`src/source/core_pkg.sv`:
```
`default_nettype none

package core_pkg;

    typedef logic [31:0] xlen_t;
    typedef logic [4:0]  reg_addr_t;

    // rv32i major opcodes used by this core
    typedef enum logic [6:0] {
        OP_LOAD   = 7'b0000011,
        OP_IMM    = 7'b0010011,
        OP_AUIPC  = 7'b0010111,
        OP_STORE  = 7'b0100011,
        OP_REG    = 7'b0110011,
        OP_LUI    = 7'b0110111,
        OP_BRANCH = 7'b1100011,
        OP_JALR   = 7'b1100111,
        OP_JAL    = 7'b1101111
    } opcode_e;

    typedef struct packed {
        logic [6:0] funct7;
        reg_addr_t  rs2;
        reg_addr_t  rs1;
        logic [2:0] funct3;
        reg_addr_t  rd;
        opcode_e    opcode;
    } r_fmt_t;

    typedef struct packed {
        logic [11:0] imm_11_0;
        reg_addr_t   rs1;
        logic [2:0]  funct3;
        reg_addr_t   rd;
        opcode_e     opcode;
    } i_fmt_t;

    typedef struct packed {
        logic [6:0] imm_11_5;
        reg_addr_t  rs2;
        reg_addr_t  rs1;
        logic [2:0] funct3;
        logic [4:0] imm_4_0;
        opcode_e    opcode;
    } s_fmt_t;

    typedef struct packed {
        logic       imm_12;
        logic [5:0] imm_10_5;
        reg_addr_t  rs2;
        reg_addr_t  rs1;
        logic [2:0] funct3;
        logic [3:0] imm_4_1;
        logic       imm_11;
        opcode_e    opcode;
    } b_fmt_t;

    typedef struct packed {
        logic [19:0] imm_31_12;
        reg_addr_t   rd;
        opcode_e     opcode;
    } u_fmt_t;

    typedef struct packed {
        logic       imm_20;
        logic [9:0] imm_10_1;
        logic       imm_11;
        logic [7:0] imm_19_12;
        reg_addr_t  rd;
        opcode_e    opcode;
    } j_fmt_t;

    // one instruction word, six ways to read it
    typedef union packed {
        r_fmt_t r_fmt;
        i_fmt_t i_fmt;
        s_fmt_t s_fmt;
        b_fmt_t b_fmt;
        u_fmt_t u_fmt;
        j_fmt_t j_fmt;
    } inst_u;

    typedef enum logic [3:0] {
        ALU_ADD, ALU_SUB, ALU_AND, ALU_OR, ALU_XOR, ALU_SLL,
        ALU_SRL, ALU_SRA, ALU_SLT, ALU_SLTU,
        ALU_JALR // sum with bit 0 cleared
    } alu_op_e;

    typedef enum logic [2:0] {
        BR_NONE, BR_BEQ, BR_BNE, BR_BLT, BR_BGE, BR_BLTU, BR_BGEU
    } br_op_e;

    typedef enum logic [1:0] {OP1_RS1, OP1_PC, OP1_ZERO} op1_sel_e;
    typedef enum logic {OP2_RS2, OP2_IMM} op2_sel_e;
    typedef enum logic [1:0] {WB_ALU, WB_MEM, WB_PC4} wb_sel_e;

    typedef struct packed {
        alu_op_e   alu_op;
        br_op_e    br_op;
        op1_sel_e  op1_sel;
        op2_sel_e  op2_sel;
        wb_sel_e   wb_sel;
        logic      rf_wen;
        logic      mem_wen;
        logic      jump;
        reg_addr_t rd;
        reg_addr_t rs1;
        reg_addr_t rs2;
    } ctrl_t;

endpackage

`default_nettype wire
```
`src/source/rv_core.sv`:
```
`default_nettype none

module rv_core #(
    parameter core_pkg::xlen_t RESET_PC = 32'h0,
    parameter core_pkg::xlen_t HALT_PC  = 32'h44
) (
    input  wire                  clk,
    input  wire                  rst_n,
    output core_pkg::xlen_t      imem_addr_o,
    input  wire core_pkg::xlen_t imem_inst_i,
    output core_pkg::xlen_t      dmem_addr_o,
    output core_pkg::xlen_t      dmem_wdata_o,
    input  wire core_pkg::xlen_t dmem_rdata_i,
    output logic                 dmem_wen_o,
    output core_pkg::xlen_t      gp_o,
    output logic                 halt_o
);
    import core_pkg::*;

    inst_u inst;
    ctrl_t ctrl;
    xlen_t imm;
    xlen_t pc;
    xlen_t rs1_data;
    xlen_t rs2_data;
    xlen_t op1;
    xlen_t op2;
    xlen_t alu_y;
    xlen_t br_target;
    xlen_t rf_wdata;
    logic  br_taken;
    logic  rf_wen;

    assign inst = imem_inst_i;

    inst_decoder u_decoder (.inst_i(inst), .ctrl_o(ctrl), .imm_o(imm));

    reg_file u_reg_file (
        .clk(clk), .rst_n(rst_n),
        .rs1_i(ctrl.rs1), .rs2_i(ctrl.rs2),
        .rs1_data_o(rs1_data), .rs2_data_o(rs2_data),
        .wen_i(rf_wen), .rd_i(ctrl.rd), .wdata_i(rf_wdata),
        .gp_o(gp_o)
    );

    // operand muxes
    always_comb begin
        case (ctrl.op1_sel)
            OP1_PC:   op1 = pc;
            OP1_ZERO: op1 = '0; // lui
            default:  op1 = rs1_data;
        endcase
    end
    assign op2 = (ctrl.op2_sel == OP2_IMM) ? imm : rs2_data;

    alu u_alu (.op_i(ctrl.alu_op), .a_i(op1), .b_i(op2), .y_o(alu_y));

    branch_unit u_branch (
        .op_i(ctrl.br_op), .a_i(op1), .b_i(op2),
        .pc_i(pc), .imm_i(imm),
        .taken_o(br_taken), .target_o(br_target)
    );

    core_ctrl #(.RESET_PC(RESET_PC), .HALT_PC(HALT_PC)) u_ctrl (
        .clk(clk), .rst_n(rst_n), .ctrl_i(ctrl),
        .alu_y_i(alu_y), .br_taken_i(br_taken), .br_target_i(br_target),
        .dmem_rdata_i(dmem_rdata_i),
        .pc_o(pc), .rf_wen_o(rf_wen), .rf_wdata_o(rf_wdata),
        .dmem_wen_o(dmem_wen_o), .halt_o(halt_o)
    );

    assign imem_addr_o  = pc;
    assign dmem_addr_o  = alu_y;
    assign dmem_wdata_o = rs2_data;

endmodule

`default_nettype wire

```
`src/source/core_ctrl.sv`:
```
`default_nettype none

module core_ctrl #(
    parameter core_pkg::xlen_t RESET_PC = 32'h0,
    parameter core_pkg::xlen_t HALT_PC  = 32'h44
) (
    input  wire                  clk,
    input  wire                  rst_n,
    input  wire core_pkg::ctrl_t ctrl_i,
    input  wire core_pkg::xlen_t alu_y_i,
    input  wire                  br_taken_i,
    input  wire core_pkg::xlen_t br_target_i,
    input  wire core_pkg::xlen_t dmem_rdata_i,
    output core_pkg::xlen_t      pc_o,
    output logic                 rf_wen_o,
    output core_pkg::xlen_t      rf_wdata_o,
    output logic                 dmem_wen_o,
    output logic                 halt_o
);
    import core_pkg::*;

    typedef enum logic [1:0] {S_WAIT, S_LOAD_WAIT, S_EXEC} state_e;

    state_e state;
    xlen_t  pc_q;
    xlen_t  pc_plus4;
    xlen_t  next_pc;
    logic   exec;

    always_ff @(posedge clk) begin
        if (!rst_n) begin
            state <= S_WAIT;
        end else begin
            case (state)
                S_WAIT:      state <= (ctrl_i.wb_sel == WB_MEM) ? S_LOAD_WAIT : S_EXEC;
                S_LOAD_WAIT: state <= S_EXEC; // data port gets a cycle
                default:     state <= S_WAIT;
            endcase
        end
    end

    assign halt_o   = (pc_q == HALT_PC);
    assign exec     = (state == S_EXEC) && !halt_o;
    assign pc_plus4 = pc_q + 32'd4;

    // branch first, then jump
    assign next_pc = br_taken_i  ? br_target_i :
                     ctrl_i.jump ? alu_y_i     :
                                   pc_plus4;

    always_ff @(posedge clk) begin
        if (!rst_n) begin
            pc_q <= RESET_PC;
        end else if (exec) begin
            pc_q <= next_pc;
        end
    end

    always_comb begin
        case (ctrl_i.wb_sel)
            WB_MEM:  rf_wdata_o = dmem_rdata_i;
            WB_PC4:  rf_wdata_o = pc_plus4;
            default: rf_wdata_o = alu_y_i;
        endcase
    end

    assign pc_o       = pc_q;
    assign rf_wen_o   = exec && ctrl_i.rf_wen;
    assign dmem_wen_o = exec && ctrl_i.mem_wen;

    assert property (@(posedge clk) disable iff (!rst_n) !(dmem_wen_o && rf_wen_o))
        else $error("core_ctrl: store and register write in the same cycle");

    // once halted only reset brings the pc back
    assert property (@(posedge clk) $fell(halt_o) |-> $past(!rst_n))
        else $error("core_ctrl: halt dropped without reset");

endmodule

`default_nettype wire

```
`src/source/branch_unit.sv`:
```
`default_nettype none

module branch_unit (
    input  wire core_pkg::br_op_e op_i,
    input  wire core_pkg::xlen_t  a_i,
    input  wire core_pkg::xlen_t  b_i,
    input  wire core_pkg::xlen_t  pc_i,
    input  wire core_pkg::xlen_t  imm_i,
    output logic                  taken_o,
    output core_pkg::xlen_t       target_o
);
    import core_pkg::*;

    logic eq;
    logic lt;
    logic ltu;

    assign eq  = (a_i == b_i);
    assign lt  = ($signed(a_i) < $signed(b_i));
    assign ltu = (a_i < b_i);

    always_comb begin
        case (op_i)
            BR_BEQ:  taken_o = eq;
            BR_BNE:  taken_o = !eq;
            BR_BLT:  taken_o = lt;
            BR_BGE:  taken_o = !lt;  // not less than
            BR_BLTU: taken_o = ltu;
            BR_BGEU: taken_o = !ltu;
            default: taken_o = 1'b0;
        endcase
    end

    assign target_o = pc_i + imm_i;

endmodule

`default_nettype wire

```
`src/source/alu.sv`:
```
`default_nettype none

module alu (
    input  wire core_pkg::alu_op_e op_i,
    input  wire core_pkg::xlen_t   a_i,
    input  wire core_pkg::xlen_t   b_i,
    output core_pkg::xlen_t        y_o
);
    import core_pkg::*;

    logic [4:0] shamt;
    xlen_t      sum;

    assign shamt = b_i[4:0];
    assign sum   = a_i + b_i;

    always_comb begin
        case (op_i)
            ALU_ADD:  y_o = sum;
            ALU_SUB:  y_o = a_i - b_i;
            ALU_AND:  y_o = a_i & b_i;
            ALU_OR:   y_o = a_i | b_i;
            ALU_XOR:  y_o = a_i ^ b_i;
            ALU_SLL:  y_o = a_i << shamt;
            ALU_SRL:  y_o = a_i >> shamt;
            ALU_SRA:  y_o = $signed(a_i) >>> shamt;
            ALU_SLT:  y_o = {31'b0, $signed(a_i) < $signed(b_i)};
            ALU_SLTU: y_o = {31'b0, a_i < b_i};
            ALU_JALR: y_o = {sum[31:1], 1'b0}; // jump targets are even
            default:  y_o = '0;
        endcase
    end

    // no clock here, so checked once the op has settled
    always_comb begin
        assert final (op_i inside {[ALU_ADD:ALU_JALR]})
            else $error("alu: op %0d not a legal alu_op_e value", op_i);
    end

endmodule

`default_nettype wire

```
`src/source/reg_file.sv`:
```
`default_nettype none

module reg_file (
    input  wire                      clk,
    input  wire                      rst_n,
    input  wire core_pkg::reg_addr_t rs1_i,
    input  wire core_pkg::reg_addr_t rs2_i,
    output core_pkg::xlen_t          rs1_data_o,
    output core_pkg::xlen_t          rs2_data_o,
    input  wire                      wen_i,
    input  wire core_pkg::reg_addr_t rd_i,
    input  wire core_pkg::xlen_t     wdata_i,
    output core_pkg::xlen_t          gp_o
);
    import core_pkg::*;

    xlen_t regs [32];

    always_ff @(posedge clk) begin
        if (!rst_n) begin
            for (int i = 0; i < 32; i++) begin
                regs[i] <= '0;
            end
        end else if (wen_i && rd_i != '0) begin // x0 stays zero
            regs[rd_i] <= wdata_i;
        end
    end

    assign rs1_data_o = (rs1_i == '0) ? '0 : regs[rs1_i];
    assign rs2_data_o = (rs2_i == '0) ? '0 : regs[rs2_i];
    assign gp_o       = regs[3];

    // control side must have settled into wait by the second reset cycle
    assert property (@(posedge clk) !rst_n ##1 !rst_n |-> !wen_i)
        else $error("reg_file: write enabled during reset");

endmodule

`default_nettype wire

```
`src/source/inst_decoder.sv`:
```
`default_nettype none

module inst_decoder (
    input  wire core_pkg::inst_u inst_i,
    output core_pkg::ctrl_t      ctrl_o,
    output core_pkg::xlen_t      imm_o
);
    import core_pkg::*;

    always_comb begin
        // do-nothing defaults, also what unknown words end up with
        ctrl_o.alu_op  = ALU_ADD;
        ctrl_o.br_op   = BR_NONE;
        ctrl_o.op1_sel = OP1_RS1;
        ctrl_o.op2_sel = OP2_RS2;
        ctrl_o.wb_sel  = WB_ALU;
        ctrl_o.rf_wen  = 1'b0;
        ctrl_o.mem_wen = 1'b0;
        ctrl_o.jump    = 1'b0;
        ctrl_o.rd      = inst_i.r_fmt.rd;
        ctrl_o.rs1     = inst_i.r_fmt.rs1;
        ctrl_o.rs2     = inst_i.r_fmt.rs2;
        case (inst_i.r_fmt.opcode)
            OP_REG: begin
                ctrl_o.rf_wen = 1'b1;
                case ({inst_i.r_fmt.funct7, inst_i.r_fmt.funct3})
                    {7'h00, 3'b000}: ctrl_o.alu_op = ALU_ADD;
                    {7'h20, 3'b000}: ctrl_o.alu_op = ALU_SUB;
                    {7'h00, 3'b001}: ctrl_o.alu_op = ALU_SLL;
                    {7'h00, 3'b010}: ctrl_o.alu_op = ALU_SLT;
                    {7'h00, 3'b011}: ctrl_o.alu_op = ALU_SLTU;
                    {7'h00, 3'b100}: ctrl_o.alu_op = ALU_XOR;
                    {7'h00, 3'b101}: ctrl_o.alu_op = ALU_SRL;
                    {7'h20, 3'b101}: ctrl_o.alu_op = ALU_SRA;
                    {7'h00, 3'b110}: ctrl_o.alu_op = ALU_OR;
                    {7'h00, 3'b111}: ctrl_o.alu_op = ALU_AND;
                    default:         ctrl_o.rf_wen = 1'b0;
                endcase
            end
            OP_IMM: begin
                ctrl_o.op2_sel = OP2_IMM;
                ctrl_o.rf_wen  = 1'b1;
                case (inst_i.r_fmt.funct3)
                    3'b000: ctrl_o.alu_op = ALU_ADD;
                    3'b010: ctrl_o.alu_op = ALU_SLT;
                    3'b011: ctrl_o.alu_op = ALU_SLTU;
                    3'b100: ctrl_o.alu_op = ALU_XOR;
                    3'b110: ctrl_o.alu_op = ALU_OR;
                    3'b111: ctrl_o.alu_op = ALU_AND;
                    3'b001: begin
                        ctrl_o.alu_op = ALU_SLL;
                        ctrl_o.rf_wen = (inst_i.r_fmt.funct7 == 7'h00);
                    end
                    default: begin // srli / srai
                        ctrl_o.alu_op = (inst_i.r_fmt.funct7 == 7'h20) ? ALU_SRA : ALU_SRL;
                        ctrl_o.rf_wen = (inst_i.r_fmt.funct7 == 7'h00)
                                     || (inst_i.r_fmt.funct7 == 7'h20);
                    end
                endcase
            end
            OP_LOAD: begin
                ctrl_o.op2_sel = OP2_IMM;
                ctrl_o.wb_sel  = WB_MEM;
                ctrl_o.rf_wen  = (inst_i.i_fmt.funct3 == 3'b010); // lw only
            end
            OP_STORE: begin
                ctrl_o.op2_sel = OP2_IMM;
                ctrl_o.mem_wen = (inst_i.s_fmt.funct3 == 3'b010); // sw only
            end
            OP_BRANCH: begin
                case (inst_i.b_fmt.funct3)
                    3'b000:  ctrl_o.br_op = BR_BEQ;
                    3'b001:  ctrl_o.br_op = BR_BNE;
                    3'b100:  ctrl_o.br_op = BR_BLT;
                    3'b101:  ctrl_o.br_op = BR_BGE;
                    3'b110:  ctrl_o.br_op = BR_BLTU;
                    3'b111:  ctrl_o.br_op = BR_BGEU;
                    default: ctrl_o.br_op = BR_NONE;
                endcase
            end
            OP_JAL: begin
                ctrl_o.op1_sel = OP1_PC;
                ctrl_o.op2_sel = OP2_IMM;
                ctrl_o.wb_sel  = WB_PC4;
                ctrl_o.rf_wen  = 1'b1;
                ctrl_o.jump    = 1'b1;
            end
            OP_JALR: begin
                ctrl_o.alu_op  = ALU_JALR;
                ctrl_o.op2_sel = OP2_IMM;
                ctrl_o.wb_sel  = WB_PC4;
                ctrl_o.rf_wen  = (inst_i.i_fmt.funct3 == 3'b000);
                ctrl_o.jump    = (inst_i.i_fmt.funct3 == 3'b000);
            end
            OP_LUI: begin
                ctrl_o.op1_sel = OP1_ZERO;
                ctrl_o.op2_sel = OP2_IMM;
                ctrl_o.rf_wen  = 1'b1;
            end
            OP_AUIPC: begin
                ctrl_o.op1_sel = OP1_PC;
                ctrl_o.op2_sel = OP2_IMM;
                ctrl_o.rf_wen  = 1'b1;
            end
            default: ;
        endcase
    end

    always_comb begin
        case (inst_i.r_fmt.opcode)
            OP_IMM, OP_LOAD, OP_JALR:
                imm_o = {{20{inst_i.i_fmt.imm_11_0[11]}}, inst_i.i_fmt.imm_11_0};
            OP_STORE:
                imm_o = {{20{inst_i.s_fmt.imm_11_5[6]}}, inst_i.s_fmt.imm_11_5,
                         inst_i.s_fmt.imm_4_0};
            OP_BRANCH:
                imm_o = {{20{inst_i.b_fmt.imm_12}}, inst_i.b_fmt.imm_11,
                         inst_i.b_fmt.imm_10_5, inst_i.b_fmt.imm_4_1, 1'b0};
            OP_JAL:
                imm_o = {{12{inst_i.j_fmt.imm_20}}, inst_i.j_fmt.imm_19_12,
                         inst_i.j_fmt.imm_11, inst_i.j_fmt.imm_10_1, 1'b0};
            OP_LUI, OP_AUIPC:
                imm_o = {inst_i.u_fmt.imm_31_12, 12'b0};
            default:
                imm_o = '0;
        endcase
    end

endmodule

`default_nettype wire

```
`config.mk`:
```
export PLATFORM = sky130hd
export DESIGN_NAME = rv_core
export DESIGN_NICKNAME = d
export VERILOG_FILES = /design/src/source/core_pkg.sv /design/src/source/rv_core.sv /design/src/source/core_ctrl.sv /design/src/source/branch_unit.sv /design/src/source/alu.sv /design/src/source/reg_file.sv /design/src/source/inst_decoder.sv
export SDC_FILE = /design/constraint.sdc
export NUM_CORES = 2
export LEC_CHECK = 0
export ABC_CLOCK_PERIOD_IN_PS = 17500
export BUFFER_PORTS_ARGS = -buffer_cell sky130_fd_sc_hd__buf_2
export CAP_MARGIN = 30
export CORE_MARGIN = 5
export CORE_UTILIZATION = 30
export CTS_CLUSTER_DIAMETER = 200
export CTS_CLUSTER_SIZE = 14
export DETAILED_ROUTE_END_ITERATION = 7
export HOLD_SLACK_MARGIN = 0.06
export PLACE_DENSITY = 0.45
export SKIP_LAST_GASP = 1
export SYNTH_ARGS = -nofsm -noshare
export SYNTH_HDL_FRONTEND = slang
export SYNTH_SLANG_ARGS = --single-unit
```
`constraint.sdc`:
```
create_clock -name clk -period 17.5 [get_ports clk]
set_input_delay 0.875 -clock clk [delete_from_list [all_inputs] [get_ports clk]]
set_output_delay 0.875 -clock clk [all_outputs]
set_load 0.05 [all_outputs]
```
==> results.sh <==
export IMPL_status="finished, final reports clean"
export IMPL_synthFlopType="edfxtp_1"
export IMPL_clock_sinks=1058
export IMPL_crit_start="imem_inst_i[5]"
export IMPL_grt_use_met3_pct=5.205
export IMPL_leakagePower_nw=27.41
export IMPL_crit_type="in -> out"
export IMPL_cts_hold_buf=0
export IMPL_cts_resized=0
export IMPL_hold_ws_ns=0.4697
export IMPL_vias=56640
export IMPL_htreeDepth=3
export IMPL_antenna_found_initial=25
export IMPL_ys_types=102
export IMPL_switching_share_pct=40.58
export IMPL_ir_drop_mv=0.06745
export IMPL_nFillCells=22640
export IMPL_p_seq_share_pct=38.7
export IMPL_synth_edf_count=1024
export IMPL_worstSetupEndpointType="primary output"
export IMPL_drt_initial_drc_count=8251
export IMPL_cts_tree="built"
export IMPL_drt_wl_total_um=343300
export IMPL_critical_path_n_buffers_inverters=5
export IMPL_crit_family="compound AO/OA/AOI/OAI gates"
export IMPL_avgSynthCellArea_um2=11.23
export IMPL_syn_area_mm2=0.06767
export IMPL_grt_pass1_vias=54320
export IMPL_remaining_drc_errors=0
export IMPL_r2r_worst_path_cells=24
export IMPL_crit_path_start_kind="primary input"
export IMPL_place_congestion=1.030
export IMPL_dp_hpwl_um=230100
export IMPL_syn2layout_area_growth_pct=10.69
export IMPL_setup_viol=0
export IMPL_fin_util_pct=33.34
export IMPL_r2r_end="u_ctrl.pc_o[10]"
export IMPL_ys_seq_area_share_pct=46.45
export IMPL_critPathCapture="dmem_addr_o[31]"
export IMPL_start_util_pct=30.12
export IMPL_cts_buffer_depth=3
export IMPL_die_area_mm2=0.2352
export IMPL_crit_top_cell="nand2_1"
export IMPL_tightest_slew_ns=1.245
export IMPL_synth_top_area_cell="edfxtp_1"
export IMPL_slew_headroom_pct=17.02
export IMPL_post_cts_buffers=0
export IMPL_ant_nets=0
export IMPL_final_max_slew_viol_count=0
export IMPL_r2r_setup_slack_ns=9.64
export IMPL_clk_latency_ns=0.74
export IMPL_cp_max_fo=21
export IMPL_yosysWarnings=0
export IMPL_cp_depth=23
export IMPL_drt_wirelength_per_cell_um=37.99
export IMPL_worst_ep_required_time_ns=16.62
export IMPL_p_switching_mw=3.063
export IMPL_dr_pass1_iters=6
export IMPL_num_io_pins=196
export IMPL_slowest_delay_ns=0.79
export IMPL_p_int_mw=4.485
export IMPL_stdcell_area_mm2=0.07490
export IMPL_placed_area_mm2=0.07246
export IMPL_die_y_um=484.9
export IMPL_grt_max_degree=83
export IMPL_clock_fmax_mhz=95.12
export IMPL_avgViaCountPerCell=6.268
export IMPL_grt_overflow=0
export IMPL_grt_setup_unrepaired="false"
export IMPL_final_common_cell="nor2_1"
export IMPL_fin_nets=6213
export IMPL_grt_usage_pct=28.03
export IMPL_core_area_mm2=0.2247
export IMPL_slowest_stage="a211oi_1"
export IMPL_grt_busiest_layer="met2"
export IMPL_crit_chain="buf_2 > and4b_1 > and3_1 > nand2_1 > nand2_1 > ha_1 > nor2b_4 > buf_4 > nand2_1 > o31ai_1 > nand2_1 > inv_1 > ha_1 > or3_1 > a211oi_1 > o21ai_0 > a31oi_1 > a311o_1 > xnor2_1 > o221ai_1 > a211oi_1 > inv_1 > buf_2"
export IMPL_maxCapViolCount=0
export IMPL_path_clk_slew_ns=0.08
export IMPL_netlist_instances=6028
export IMPL_fin_skew_ns=0.04005
export IMPL_powerDensity_mw_per_mm2=100.8
export IMPL_synthArstFlopShare_pct=0
export IMPL_portBuffers=195
export IMPL_finalHoldViolations=0
export IMPL_grt_pass1_wl_um=466400
export IMPL_r2r_start="u_reg_file.regs[3][0]"
export IMPL_min_period_over_period_pct=60.07
export IMPL_clockPowerShare_pct=25.2
export IMPL_rows=174
export IMPL_final_cell_mix="nor2_1 (1211), edfxtp_1 (1024), mux4_2 (429)"
export IMPL_critical_path_arrival_ns=9.64
export IMPL_grt_util_met2_pct=44.33
export IMPL_hold_path_class="reg -> reg"
export IMPL_root_buffer="clkbuf_16"
export IMPL_cts_buffers=86
export IMPL_synth_top_area_share_pct=45.44
export IMPL_use_met1_pct=37.20
export IMPL_setup_tns_ns=0
export IMPL_power_frac_comb_pct=36.1
export IMPL_die_width_um=484.9
export IMPL_netlist_top_cells_area="edfxtp_1 (45%), mux4_2 (14%), nor2_1 (6.7%)"
export IMPL_layout_min_cycle_time_ns=10.51
export IMPL_ys_ff_latch=1058
export IMPL_drive_above_1_share_pct=19.05
synthesized netlist by cell type, types with 27 or more instances:
cell type	n
edfxtp_1	1024
nor2_1	1216
mux4_2	429
dfxtp_1	34
nand2b_1	30
o211ai_1	48
mux2i_1	386
ha_1	133
nand3_1	81
xnor2_1	45
buf_4	47
a31oi_1	37
o22ai_1	63
o21a_1	28
buf_1	48
clkbuf_1	334
a211oi_1	46
buf_2	130
inv_1	130
a221oi_1	44
a221o_1	35
a21oi_1	241
mux2_2	29
and3_1	27
a22oi_1	171
a21o_1	49
nor3_1	85
o31ai_1	35
o21ai_1	37
nand2_1	306
nor2b_1	37
o21ai_0	205
registers in the layout, indices dropped and copies added, names as in the netlist:
register         cells
u_ctrl.state         2
u_reg_file.regs   1024
u_ctrl.pc_o         32
cell type report:
cell class / instances / area [um^2] / area share (%)
Sequential cell: 1058 / 31430 / 41.96
Tap cell: 2992 / 3744 / 4.998
Clock buffer: 105 / 2266 / 3.025
Inverter: 136 / 511.7 / 0.6832
Antenna cell: 9 / 22.52 / 0.03007
Multi-Input combinational cell: 4297 / 33860 / 45.21
Timing Repair Buffer: 432 / 2959 / 3.951
Clock inverter: 8 / 107.6 / 0.1437
routing by layer:
layer	routed length, um	part of all wire [%]	up-vias
met5	49	0.014	-
met4	19280	5.6	8
met3	32240	9.4	752
met2	156200	45	3579
met1	135600	39	29480
li1	-	-	22830
how the worst min path moves through the flow:
stage	slack, ns	cells after the start	end	from
after floorplan	0.43	1	u_ctrl.state[0]	u_ctrl.state[1]
final	0.47	1	u_ctrl.state[0]	u_ctrl.state[1]
after CTS	0.47	1	u_ctrl.state[0]	u_ctrl.state[1]
after detailed placement	0.44	1	u_ctrl.state[0]	u_ctrl.state[1]
after global placement	0.44	1	u_ctrl.state[0]	u_ctrl.state[1]
after global routing	0.50	1	u_ctrl.state[0]	u_ctrl.state[1]
metrics by stage:
stage / instances / power (mW) / setup WS (ns)
floorplan: 6059 / 4.543 / 8.662
global placement: 8893 / 5.564 / 7.293
detailed placement: 8912 / 5.604 / 7.351
CTS: 9025 / 7.482 / 7.399
global route: 9031 / 7.738 / 6.867
finish: 9037 / 7.547 / 6.987
cells by family after synthesis:
| logic type | Yosys count | share of synthesized area [%] |
|---|---|---|
| mux | 845 | 20.49 |
| fa+ha+maj | 136 | 2.548 |
| flops | 1058 | 46.45 |
| compound gates | 1265 | 12.78 |
| xor+xnor | 70 | 0.9060 |
| buf+inv | 704 | 4.513 |
| simple gates | 1949 | 12.31 |
| other cells | 1 | 0.005542 |
power groups by stage:
| stage | Clock (mW) | Combinational, mW | Sequential [mW] |
|---|---|---|---|
| 2_1_floorplan | 0 | 1.57 | 2.97 |
| 3_3_place_gp | 0 | 2.60 | 2.97 |
| 3_5_place_dp | 0 | 2.63 | 2.97 |
| 4_1_cts | 1.93 | 2.64 | 2.92 |
| 5_1_grt | 2.01 | 2.80 | 2.93 |
| 6_report | 1.90 | 2.73 | 2.92 |
Power figures use the tool's default switching activity.
